<file path="src/verilog/desc_fetch_config.svh">
// descriptor fetch configuration

`ifndef DESC_FETCH_CONFIG_SVH
`define DESC_FETCH_CONFIG_SVH

// ********************
// address and data widths
// ********************

// byte address width on the memory read port
`define DF_ADDR_WIDTH 32

// one memory word holds exactly one descriptor
`define DF_WORD_WIDTH 128

// byte step between consecutive descriptors of a block
`define DF_DESC_BYTES 16

// ********************
// descriptor buffer
// ********************

`define DF_FIFO_DEPTH_LOG2 4  // 16 entries, half of it bounds the reads in flight

`endif

</file>
<file path="src/verilog/desc_fetch_pkg.sv">
// descriptor fetch types

`include "desc_fetch_config.svh"

package desc_fetch_pkg;

  typedef logic [`DF_ADDR_WIDTH-1:0] desc_addr_t;           // byte address in host memory
  typedef logic [`DF_WORD_WIDTH-1:0] desc_word_t;           // raw word as read from memory
  typedef logic [7:0] block_count_t;                        // descriptors left in a block
  typedef logic [15:0] timeout_t;                           // retry delay in clock cycles
  typedef logic [`DF_FIFO_DEPTH_LOG2:0] fifo_count_t;       // one extra bit so full fits

  // descriptor layout, first field sits in the top bits of the word
  typedef struct packed {
    desc_addr_t   next_descriptor;  // start of the next block, only meaningful in the first
    logic [31:0]  source;
    logic [31:0]  length;
    logic [14:0]  control;          // handed to the dispatcher untouched
    logic         owned_by_hw;      // host clears this to mark the end of the chain
    block_count_t block_size;       // further descriptors after the first one
    logic [7:0]   format;           // bit 0 flags the first descriptor of a block
  } descriptor_t;

  // read request toward memory, held until waitrequest drops
  typedef struct packed {
    logic       read;
    desc_addr_t address;
  } mem_rd_req_t;

  // read response, one per accepted read and in order
  typedef struct packed {
    logic       readdatavalid;
    desc_word_t readdata;
  } mem_rd_rsp_t;

  typedef enum logic [2:0] {
    idle,          // disabled, or waiting to be enabled
    load_counter,  // one cycle to copy the next block address into the address counter
    load_first,    // single read of the first descriptor of a block
    load_rest,     // back-to-back reads of the remaining descriptors
    retry_wait,    // end of chain seen, timer running before the block is read again
    wait_reload    // end of chain seen, host must supply a new block address
  } fetch_state_t;

endpackage

</file>
<file path="src/verilog/desc_fifo.sv">
// descriptor FIFO

`timescale 1ns/100ps

`include "desc_fetch_config.svh"

module desc_fifo
(
  input  logic                        clk,
  input  logic                        reset,
  input  logic                        flush,             // drops everything buffered
  input  logic                        push,
  input  desc_fetch_pkg::descriptor_t push_data,
  input  logic                        descriptor_ready,  // dispatcher side
  output desc_fetch_pkg::descriptor_t descriptor,
  output logic                        descriptor_valid,
  output desc_fetch_pkg::fifo_count_t fill_count
);

  import desc_fetch_pkg::*;

  localparam int depth = 1 << `DF_FIFO_DEPTH_LOG2;

  descriptor_t mem [depth];  // storage, read combinationally at the head

  logic [`DF_FIFO_DEPTH_LOG2-1:0] wr_ptr;
  logic [`DF_FIFO_DEPTH_LOG2-1:0] rd_ptr;
  fifo_count_t count;
  logic full;
  logic wr_en;
  logic rd_en;

  assign full  = count[`DF_FIFO_DEPTH_LOG2];  // top bit alone means 16 entries
  assign wr_en = push & ~full;                // the fetch throttle keeps this from biting
  assign rd_en = descriptor_valid & descriptor_ready;

  always_ff @(posedge clk)
  begin
    if (wr_en)
      mem[wr_ptr] <= push_data;
  end

  // ********************
  // pointers and level
  // ********************

  always_ff @(posedge clk)
  begin
    if (reset | flush)
    begin
      wr_ptr <= '0;
      rd_ptr <= '0;
      count  <= '0;
    end
    else
    begin
      if (wr_en)
        wr_ptr <= wr_ptr + 1'b1;
      if (rd_en)
        rd_ptr <= rd_ptr + 1'b1;
      if (wr_en & ~rd_en)
        count <= count + fifo_count_t'(1);
      else if (~wr_en & rd_en)
        count <= count - fifo_count_t'(1);
    end
  end

  // show-ahead, a word written into an empty FIFO is at the head one cycle later
  assign descriptor       = mem[rd_ptr];
  assign descriptor_valid = (count != '0);
  assign fill_count       = count;

endmodule

</file>
<file path="src/verilog/desc_fetch_ctrl.sv">
// descriptor fetch controller

`timescale 1ns/100ps

`include "desc_fetch_config.svh"

module desc_fetch_ctrl
(
  input  logic                        clk,
  input  logic                        reset,
  input  logic                        flush,              // clears the walk like reset does
  input  logic                        enable_fetch,
  input  desc_fetch_pkg::desc_addr_t  new_location,       // host supplied block address
  input  logic                        load_new_location,
  input  desc_fetch_pkg::timeout_t    descriptor_timeout,
  input  logic                        enable_timeout,     // retry on end of chain instead of waiting
  input  logic                        waitrequest,
  input  desc_fetch_pkg::mem_rd_rsp_t rd_rsp,
  input  desc_fetch_pkg::fifo_count_t fill_count,         // fill level of the descriptor FIFO
  output desc_fetch_pkg::mem_rd_req_t rd_req,
  output logic                        push,
  output desc_fetch_pkg::descriptor_t push_data,
  output desc_fetch_pkg::fifo_count_t outstanding_reads,
  output logic                        fetch_idle
);

  import desc_fetch_pkg::*;

  // throttle point, half of the FIFO depth
  localparam fifo_count_t half_depth = fifo_count_t'(1 << (`DF_FIFO_DEPTH_LOG2 - 1));
  localparam desc_addr_t desc_step = desc_addr_t'(`DF_DESC_BYTES);

  fetch_state_t state;
  desc_addr_t   address_counter;  // address of the read being raised
  desc_addr_t   next_address;     // start of the block to walk next
  block_count_t block_counter;    // reads still to issue in load_rest
  logic         first_read_done;  // the single load_first read has been accepted
  logic         read_active;
  fifo_count_t  read_count;
  timeout_t     retry_timer;
  descriptor_t  rsp_desc;

  logic rd_fire;
  logic first_rsp;
  logic first_valid;
  logic end_of_chain;
  logic last_rest_read;
  logic too_many;
  logic go_idle;
  logic set_read;
  logic clear_read;

  // ********************
  // response decode
  // ********************

  always_comb
  begin
    rsp_desc.next_descriptor = rd_rsp.readdata[127:96];
    rsp_desc.source          = rd_rsp.readdata[95:64];
    rsp_desc.length          = rd_rsp.readdata[63:32];
    rsp_desc.control         = rd_rsp.readdata[31:17];
    rsp_desc.owned_by_hw     = rd_rsp.readdata[16];
    rsp_desc.block_size      = rd_rsp.readdata[15:8];
    rsp_desc.format          = rd_rsp.readdata[7:0];
  end

  assign rd_fire = rd_req.read & ~waitrequest;

  // responses come back in order, so with only the first read left in flight
  // the word arriving now must be the first descriptor of the block
  assign first_rsp = (state == load_first) & first_read_done & rd_rsp.readdatavalid &
                     (read_count == fifo_count_t'(1));
  assign first_valid  = first_rsp & rsp_desc.owned_by_hw;
  assign end_of_chain = first_rsp & ~rsp_desc.owned_by_hw;

  assign last_rest_read = (block_counter == block_count_t'(1));
  assign too_many = (read_count >= half_depth) | (fill_count >= half_depth);
  assign go_idle  = ~enable_fetch & (~rd_req.read | ~waitrequest);  // let a raised read land first

  // ********************
  // fetch FSM
  // ********************

  always_ff @(posedge clk)
  begin
    if (reset | flush)
      state <= idle;
    else if (go_idle)
      state <= idle;
    else
    begin
      case (state)
        idle:
          if (enable_fetch)
            state <= load_counter;  // host has stored the first block address by now
        load_counter:
          state <= load_first;
        load_first:
          if (end_of_chain)
            state <= enable_timeout ? retry_wait : wait_reload;
          else if (first_valid & (rsp_desc.block_size == '0))
            state <= load_counter;  // single descriptor block, go straight to the next one
          else if (first_valid)
            state <= load_rest;
        load_rest:
          if (rd_fire & last_rest_read)
            state <= load_counter;  // last read of the block accepted
        retry_wait:
          if (retry_timer >= descriptor_timeout)
            state <= load_counter;  // next_address still points at the same block
        wait_reload:
          if (load_new_location)
            state <= load_counter;
        default:
          state <= idle;
      endcase
    end
  end

  // ********************
  // addresses and counters
  // ********************

  always_ff @(posedge clk)
  begin
    if (load_new_location)
      next_address <= new_location;
    else if (first_valid)
      next_address <= rsp_desc.next_descriptor;  // link is known as soon as the first word lands
    if (state == load_counter)
      address_counter <= next_address;
    else if (first_valid | ((state == load_rest) & rd_fire))
      address_counter <= address_counter + desc_step;
  end

  always_ff @(posedge clk)
  begin
    if (reset | flush)
      block_counter <= '0;
    else if (first_valid)
      block_counter <= rsp_desc.block_size;
    else if ((state == load_rest) & rd_fire)
      block_counter <= block_counter - block_count_t'(1);
  end

  // reads still on the bus are counted through flush so that late responses balance out
  always_ff @(posedge clk)
  begin
    if (reset)
      read_count <= '0;
    else
    begin
      case ({rd_fire, rd_rsp.readdatavalid})
        2'b10:   read_count <= read_count + fifo_count_t'(1);
        2'b01:   read_count <= read_count - fifo_count_t'(1);
        default: read_count <= read_count;
      endcase
    end
  end

  always_ff @(posedge clk)
  begin
    if (reset | flush | (state != retry_wait))
      retry_timer <= '0;  // starts from 0 on the first retry_wait cycle
    else
      retry_timer <= retry_timer + timeout_t'(1);
  end

  // ********************
  // read request
  // ********************

  assign set_read = ((state == load_first) & ~first_read_done & ~too_many) |
                    ((state == load_rest) & ~too_many);
  // once accepted, a read is dropped when throttling, on the last of a block, or in load_first
  assign clear_read = rd_fire & ((state == load_first) |
                                 ((state == load_rest) & (too_many | last_rest_read)));

  always_ff @(posedge clk)
  begin
    if (reset | flush | state == load_counter)
      first_read_done <= 1'b0;
    else if ((state == load_first) & rd_fire)
      first_read_done <= 1'b1;
  end

  always_ff @(posedge clk)
  begin
    if (reset | flush | go_idle | clear_read)
      read_active <= 1'b0;  // clearing wins over setting
    else if (set_read)
      read_active <= 1'b1;
  end

  assign rd_req.read    = read_active;
  assign rd_req.address = address_counter;

  // words returning after a disable belong to an abandoned walk and are dropped
  assign push      = rd_rsp.readdatavalid & rsp_desc.owned_by_hw & (state != idle);
  assign push_data = rsp_desc;

  assign outstanding_reads = read_count;
  assign fetch_idle = (state == idle) | (state == wait_reload);

endmodule

</file>
<file path="src/verilog/desc_fetch_top.sv">
// descriptor fetch engine top

`timescale 1ns/100ps

module desc_fetch_top
(
  input  logic                        clk,
  input  logic                        reset,
  // memory read master
  output desc_fetch_pkg::mem_rd_req_t rd_req,
  input  logic                        waitrequest,
  input  desc_fetch_pkg::mem_rd_rsp_t rd_rsp,
  // descriptor stream to the dispatcher
  output desc_fetch_pkg::descriptor_t descriptor,
  output logic                        descriptor_valid,
  input  logic                        descriptor_ready,
  // host controls and status
  input  logic                        enable_fetch,
  input  logic                        flush,
  input  desc_fetch_pkg::desc_addr_t  new_location,
  input  logic                        load_new_location,
  input  desc_fetch_pkg::timeout_t    descriptor_timeout,
  input  logic                        enable_timeout,
  output desc_fetch_pkg::fifo_count_t outstanding_reads,
  output desc_fetch_pkg::fifo_count_t descriptor_fill_level,
  output logic                        fetch_idle
);

  import desc_fetch_pkg::*;

  logic        push;
  descriptor_t push_data;
  fifo_count_t fill_count;  // also throttles the reads in the controller

  desc_fetch_ctrl ctrl0
  (
    .clk(clk), .reset(reset), .flush(flush), .enable_fetch(enable_fetch),
    .new_location(new_location), .load_new_location(load_new_location),
    .descriptor_timeout(descriptor_timeout), .enable_timeout(enable_timeout),
    .waitrequest(waitrequest), .rd_rsp(rd_rsp), .fill_count(fill_count),
    .rd_req(rd_req), .push(push), .push_data(push_data),
    .outstanding_reads(outstanding_reads), .fetch_idle(fetch_idle)
  );

  desc_fifo fifo0
  (
    .clk(clk), .reset(reset), .flush(flush), .push(push), .push_data(push_data),
    .descriptor_ready(descriptor_ready), .descriptor(descriptor),
    .descriptor_valid(descriptor_valid), .fill_count(fill_count)
  );

  assign descriptor_fill_level = fill_count;

endmodule

</file>
<file path="config.mk">
export PLATFORM = sky130hd
export DESIGN_NAME = desc_fetch_top
export DESIGN_NICKNAME = d
export VERILOG_FILES = /design/src/verilog/desc_fetch_pkg.sv /design/src/verilog/desc_fifo.sv /design/src/verilog/desc_fetch_ctrl.sv /design/src/verilog/desc_fetch_top.sv
export VERILOG_INCLUDE_DIRS = /design/src /design/src/verilog
export SDC_FILE = /design/constraint.sdc
export NUM_CORES = 2
export LEC_CHECK = 0
export BUFFER_PORTS_ARGS = -buffer_cell sky130_fd_sc_hd__buf_4
export CAP_MARGIN = 40
export CORE_AREA = 3 3 380 382
export DETAILED_ROUTE_END_ITERATION = 16
export DIE_AREA = 0 0 383 385
export MAX_ROUTING_LAYER = met4
export PLACE_DENSITY = 0.8
export REMOVE_ABC_BUFFERS = 1
export SKIP_LAST_GASP = 1
export SLEW_MARGIN = 20
export SYNTH_ARGS = -nofsm -noshare
export SYNTH_HDL_FRONTEND = slang
export SYNTH_HIERARCHICAL = 1
export SYNTH_SLANG_ARGS = --single-unit
</file>
<file path="constraint.sdc">
create_clock -name clk -period 10.5 [get_ports clk]
set_clock_uncertainty 0.15 [all_clocks]
set_input_delay 0.525 -clock clk [delete_from_list [all_inputs] [get_ports clk]]
set_output_delay 0.525 -clock clk [all_outputs]
set_load 0.01 [all_outputs]
</file>
Yosys cells after proc, flatten, opt, wreduce, memory -nomap -nowiden
Memory sizes are Yosys's and may differ from the RTL's. A register that Yosys moved wholly into a read port is not among the register bits.
Index checks and enable logic that the tools add are counted.
{ "totals": {"ff_bits": 111, "mem_bits_rw": 2048, "in_bits": 185, "output_inout_bits": 173, "word_cells": 115, "memories": 1} }
{ "mem_list": {"columns": ["memory", "words", "width", "read_ports", "rd_clocked_by_memory_dff", "write_ports", "line_no", "source"], "rows": [
  ["fifo0.mem", 16, 128, 1, 1, 1, "desc_fifo.sv:24", "descriptor_t mem [depth];"]
]} }
{ "classes": {"n_addsub": 9, "order_cmp": 3, "n_eq_ne": 15, "muxes": 22, "n_bitwise": 43, "reduce_logical": 11} }
{ "op_table": {"columns": ["cell", "count"], "rows": [
  ["2-to-1 mux 32 bit", 4],
  ["adder 32 x 5 -> 32 bit (second input constant)", 1],
  ["AND 1 bit", 22],
  ["2-to-1 mux 3 bit", 7],
  ["case mux 3 bit (6 select lines)", 1],
  ["adder 16 x 1 -> 16 bit (second input constant)", 1],
  [">= comparator 16 bit", 1],
  ["2-to-1 mux 8 bit", 2],
  ["bitwise OR 1 bit", 12],
  ["adder 5 x 1 -> 5 bit (second input constant)", 2],
  [">= comparator 5 x 4 -> 1 bit (second input constant)", 2],
  ["2-to-1 mux 5 bit", 2],
  ["case mux 5 bit (2 select lines)", 1],
  ["nonzero test 2 bit", 5],
  ["subtractor 5 x 1 -> 5 bit (second input constant)", 2],
  ["NOT 1 bit", 9],
  ["adder 4 x 1 -> 4 bit (second input constant)", 2],
  ["equality test 8 x 1 -> 1 bit (second input constant)", 1],
  ["logical NOT 8 bit", 1],
  ["2-to-1 mux 4 bit", 2],
  ["subtractor 8 x 1 -> 8 bit (second input constant)", 1],
  ["equality test 3 x 2 -> 1 bit (second input constant)", 2],
  ["equality test 3 bit (second input constant)", 2],
  ["equality test 5 x 1 -> 1 bit (second input constant)", 1],
  ["other kinds (13)", 17]
]} }

Logic depth before layout (Yosys ltp)
{ "depth": {"ltp_word": 9, "ltp_mapped": 11, "mapped_depth_nobuf": 9} }

Cells and area by module
The synthesis kept the hierarchy.
{ "by_module_without_submodules": {"columns": ["module", "n_inst", "cells_each", "area_per_inst_um2", "seq_area_each_um2"], "rows": [
  ["desc_fifo", 1, 3226, 78133.7, 61839.3],
  ["desc_fetch_ctrl", 1, 649, 6327.3, 2602.5]
]} }

Worst setup path before layout
Ideal clock, no wire load.
{ "synth_timing": {"kind": "reg-to-reg", "startpoint": "reg ctrl0.state[1]", "endpoint": "mem fifo0/mem[0][0] (netlist name), enable pin", "setup_ns": 0.502, "t_arrival_ns": 4.501, "required_time_ns": 9.848, "path_slack_ns": 5.347, "path_stages_with_launch": 7, "n_path_buf": 2, "synth_period_minus_slack_ns": 5.153, "cell_sequence": "dfxtp_1 > clkbuf_1 > o311a_1 > nor2b_1 > clkbuf_1 > nor3b_1 > and2_1"} }
{ "synth_via": {"elab_chain_len": 5} }
{ "synth_lines": {"columns": ["item", "line_no", "source"], "rows": [
  ["from (decl)", "desc_fetch_ctrl.sv:33", "fetch_state_t state;"],
  ["from (signal assigned)", "desc_fetch_ctrl.sv:88", "state <= idle;"],
  ["from (signal assigned)", "desc_fetch_ctrl.sv:90", "state <= idle;"],
  ["from (signal assigned)", "desc_fetch_ctrl.sv:96", "state <= load_counter;"],
  ["nonzero test 3 bit", "desc_fetch_ctrl.sv:200", "assign push = rd_rsp.readdatavalid & rsp_desc.owned_by_hw & (state != idle);"],
  ["AND 1 bit", "desc_fetch_ctrl.sv:200", null],
  ["net push", "desc_fetch_top.sv:31", "logic push;"],
  ["AND 1 bit", "desc_fifo.sv:34", "assign wr_en = push & ~full;"],
  ["net fifo0.wr_en", "desc_fifo.sv:30", "logic wr_en;"],
  ["2-to-1 mux 1 bit", "desc_fifo.sv:39", "if (wr_en)"],
  ["2-to-1 mux 1 bit (implied by the code)", "desc_fifo.sv:40", "mem[wr_ptr] <= push_data;"],
  ["to (decl)", "desc_fifo.sv:24", null]
]} }
The timed path passes the listed nets, and every way through them passes these cells.

==> impl_metrics.prom <==
# TYPE chip_impl_metric gauge
chip_impl_info{name="run_status",value="complete, no violations"} 1
chip_impl_metric{name="cts.sink_count",unit=""} 2163
chip_impl_metric{name="power.density_cell_area",unit="nW/µm²"} 177.5
chip_impl_metric{name="fin_util",unit=""} 0.6898
chip_impl_metric{name="htree_num_levels",unit=""} 4
chip_impl_metric{name="fin_nets",unit=""} 4614
chip_impl_metric{name="floorplan.die_area",unit="µm²"} 147500
chip_impl_metric{name="cp.required",unit="ns"} 9.83
chip_impl_metric{name="floorplan.core_area",unit="µm²"} 141400
chip_impl_metric{name="synthDominantCellAreaShare",unit=""} 0.7509
chip_impl_metric{name="max_clock_freq",unit="GHz"} 0.1931
chip_impl_metric{name="grt_overflow_total",unit=""} 0
chip_impl_metric{name="async_reset_ff_frac",unit=""} 0
chip_impl_metric{name="postSynthRegisterBits",unit=""} 2163
chip_impl_metric{name="ir_worst_vdd",unit="V"} 0.0001849
chip_impl_info{name="highest-signal-layer",value="met4"} 1
chip_impl_info{name="cts.root.buffer_cell",value="clkbuf_16"} 1
chip_impl_metric{name="row_count",unit=""} 138
chip_impl_metric{name="setup_ws",unit="ns"} 5.322
chip_impl_metric{name="syn_inst_count",unit=""} 3875
chip_impl_metric{name="grt_start_max_net_pins",unit=""} 157
chip_impl_metric{name="port_buffers",unit=""} 357
chip_impl_info{name="criticalPathCategory",value="reg -> out"} 1
chip_impl_metric{name="fraction_of_the_yosys_area_taken_by_sequential_cells",unit=""} 0.7630
chip_impl_metric{name="timing.final.crit_share",unit=""} 0.4931
chip_impl_info{name="yosysTopAreaCell",value="edfxtp_1"} 1
chip_impl_metric{name="synth_area",unit="µm²"} 84460
chip_impl_metric{name="post_route_cells_drive_above_1_share",unit=""} 0.3122
chip_impl_metric{name="vias",unit=""} 42070
chip_impl_metric{name="max_slew_margin_vs_limit",unit=""} 0.3054
chip_impl_metric{name="detail_route.wirelength",unit="µm"} 201000
chip_impl_metric{name="finalSetupViolations",unit=""} 0
chip_impl_metric{name="synth-warning-count",unit=""} 6
chip_impl_metric{name="timing.reg2reg.setup_slack",unit="ns"} 6.13
chip_impl_metric{name="hpwlAfterDp",unit="µm"} 100600
chip_impl_metric{name="antenna_found_initial",unit=""} 10
chip_impl_info{name="setup.worst_path.start_class",value="register"} 1
chip_impl_info{name="rsz0062_at_grt",value="no"} 1
chip_impl_metric{name="met2WireLength",unit="µm"} 100400
chip_impl_metric{name="crit_fanout",unit=""} 156
chip_impl_metric{name="multi_input_area",unit="µm²"} 18000
chip_impl_metric{name="num_cts_buffers",unit=""} 204
chip_impl_metric{name="stdcell_count",unit=""} 6466
chip_impl_metric{name="gp_congestion",unit=""} 0.8004
chip_impl_metric{name="dpl.cell_count",unit=""} 5880
chip_impl_metric{name="synthesized_area_divided_by_synthesized_cell_count",unit="µm²"} 21.80
chip_impl_metric{name="synth_edf_count",unit=""} 2112
chip_impl_metric{name="wl_per_cell",unit="µm"} 31.08
chip_impl_metric{name="die_height",unit="µm"} 385
chip_impl_metric{name="area.growth.synth_to_final",unit="%"} 15.49
chip_impl_metric{name="final.fill_count",unit=""} 8132
chip_impl_metric{name="hold_ws",unit="ns"} 0.06895
chip_impl_metric{name="ctsLongestPathBuffers",unit=""} 3
chip_impl_metric{name="slew_viol_final",unit=""} 0
chip_impl_metric{name="antenna_left",unit=""} 0
chip_impl_info{name="synth_flop_cell",value="edfxtp_1"} 1
chip_impl_metric{name="initial_utilization",unit=""} 0.5973
chip_impl_metric{name="wl_met3",unit="µm"} 19470
chip_impl_metric{name="worstSkewPairLatency",unit="ns"} 0.83
chip_impl_metric{name="place_worst_setup_slack",unit="ns"} 5.872
chip_impl_metric{name="dr.pass1.iters",unit=""} 6
chip_impl_metric{name="final_hold_viol_count",unit=""} 0
chip_impl_metric{name="arrival",unit="ns"} 4.50
chip_impl_info{name="worst_hold_path_type",value="in -> reg"} 1
chip_impl_metric{name="seq_area",unit="µm²"} 64460
chip_impl_info{name="yosys-top-cells-area",value="edfxtp_1 (75%), mux4_2 (14%), buf_4 (1.5%)"} 1
chip_impl_metric{name="die_x",unit="µm"} 383
chip_impl_metric{name="power_leakage",unit="nW"} 30.56
chip_impl_metric{name="period_minus_slack",unit="ns"} 5.178
chip_impl_info{name="reg_to_reg_startpoint",value="ctrl0/state[1]"} 1
chip_impl_metric{name="setup_tns_after_final_layout",unit="ns"} 0
chip_impl_metric{name="route.detailed.drc",unit=""} 0
chip_impl_metric{name="grt_pass1_vias",unit=""} 43550
chip_impl_metric{name="routed_length_on_met1",unit="µm"} 76000
chip_impl_metric{name="grt_first_pass_wirelength",unit="µm"} 294900
chip_impl_metric{name="clk_pin_slew",unit="ns"} 0.07
chip_impl_info{name="critical_path.endpoint_type",value="primary output"} 1
chip_impl_metric{name="reg2reg_depth",unit=""} 7
chip_impl_metric{name="worst_tran_pin_value",unit="ns"} 1.042
chip_impl_metric{name="drv.max_cap_violation_count",unit=""} 0
chip_impl_metric{name="io-pin-count",unit=""} 358
chip_impl_metric{name="gr-usage-all-layers",unit=""} 0.2850
chip_impl_metric{name="drt_first_iter_violations",unit=""} 5553
chip_impl_info{name="reg2reg_to",value="fifo0/mem[0][8]"} 1
chip_impl_info{name="clock_tree_from_tritoncts",value="done"} 1
chip_impl_metric{name="synth_cell_type_count",unit=""} 66
chip_impl_metric{name="route.detailed.vias_per_inst",unit=""} 6.507
chip_impl_info{name="critical_path.endpoint",value="descriptor[127]"} 1
[per-stage QoR]
stage,cell area [µm²],power [mW]
after floorplan,82520,10.01
after global placement,88200,10.10
after detailed placement,88740,10.11
after CTS,97240,17.38
after global routing,97530,17.77
final,97540,17.31
[synthesized netlist by cell type, types with 46 or more instances]
cell,count
nor2_1,59
mux2i_1,47
a21oi_1,99
buf_4,169
mux2_2,99
a211oi_1,46
clkbuf_1,84
buf_2,54
o21ai_0,65
edfxtp_1,2112
mux4_2,532
dfxtp_1,51
nor2b_1,51
nand2_1,49
[how the worst min path moves through the flow]
stage	slack [ns]	startpoint	endpoint	cells after the start
after floorplan	0.29	ctrl0/retry_timer[0]	ctrl0/retry_timer[0]	1
after global placement	0.32	ctrl0/retry_timer[0]	ctrl0/retry_timer[0]	1
after detailed placement	0.33	ctrl0/retry_timer[0]	ctrl0/retry_timer[0]	1
after CTS	0.004	waitrequest	ctrl0/state[0]	4
after global routing	0.06	rd_rsp[128]	ctrl0/outstanding_reads[1]	3
final	0.07	waitrequest	ctrl0/state[0]	4
[cell families (layout without fill, tap and decap cells)]
kind of cell	Yosys count	count (layout)	synth area share
other	0	8	0
adders and majority gates	35	35	0.005274
DFF	2163	2163	0.7630
xor gates and xnor gates	54	54	0.005600
buffers and inverters	357	1050	0.02455
AOI/OAI and AO/OA	303	303	0.02255
muxes	678	678	0.1606
and+or+nand+nor	285	285	0.01843
[area by class of cell]
cell class,instances,share of cell area
Clock buffer,246,0.05500
Timing Repair Buffer,635,0.06077
Antenna cell,8,0.0002052
Sequential cell,2163,0.6608
Tap cell,1890,0.02424
Clock inverter,134,0.01299
Multi-Input combinational cell,1355,0.1846
Inverter,35,0.001398
[registers in the layout (all words and copies together), names as in the netlist, named ones only]
| register | flops |
|---|---|
| ctrl0/read_active | 1 |
| fifo0/wr_ptr | 4 |
| ctrl0/retry_timer | 16 |
| fifo0/rd_ptr | 4 |
| ctrl0/address_counter | 32 |
| ctrl0/outstanding_reads | 5 |
| fifo0/fill_count | 5 |
| ctrl0/block_counter | 8 |
| ctrl0/first_read_done | 1 |
| fifo0/mem | 2048 |
| ctrl0/state | 3 |
| ctrl0/next_address | 32 |
[power breakdown]
group / internal, mW / switching (mW) / total, mW
combinational: 0.238 / 0.267 / 0.505
sequential: 9.48 / 0.0153 / 9.50
clock: 4.12 / 3.19 / 7.31
[placed cells by master (no fill, tap or decap), types with 16 or more instances in the layout]
cell type	netlist	routed
edfxtp_1	2112	2112
mux4_2	532	532
buf_4	169	407
clkbuf_16	0	206
dlygate4sd3_1	0	187
mux2_2	99	99
a21oi_1	99	99
o21ai_0	65	65
nor2_1	59	58
nor2b_1	51	50
nand2_1	49	49
mux2i_1	47	47
dfxtp_1	51	47
a211oi_1	46	46
clkinv_1	1	44
clkinv_2	0	35
xnor2_1	35	35
clkbuf_1	84	34
inv_1	34	34
ha_1	34	34
a221o_1	33	33
o22ai_1	33	33
buf_16	0	24
nand3_1	20	20
bufinv_16	0	19
xor2_1	19	19
clkinvlp_4	0	17
buf_12	0	17
and2_4	0	16
[metal layers]
| metal | up-vias | GRT usage |
|---|---|---|
| met3 | 380 | 0.05511 |
| met1 | 22130 | 0.3916 |
| met2 | 2476 | 0.4467 |
| li1 | 17090 | - |
| met4 | 0 | 0.07811 |
| met5 | - | - |
[what timing repair did]
action | CTS | global route
hold buffers | 187 | 0
endpoints found under the hold margin | 2113 | 0
buffers inserted | 0 | 0
gates resized for setup | 0 | 0
[critical path, stage by stage (launching register included)]
cell,delay [ns]
dfxtp_4,0.76
buf_12,0.71
buf_4,0.81
mux4_2,0.35
o21ai_0,0.08
a21oi_1,0.60
buf_4,0.24
Note: power is estimated with default switching activity, not from simulation.
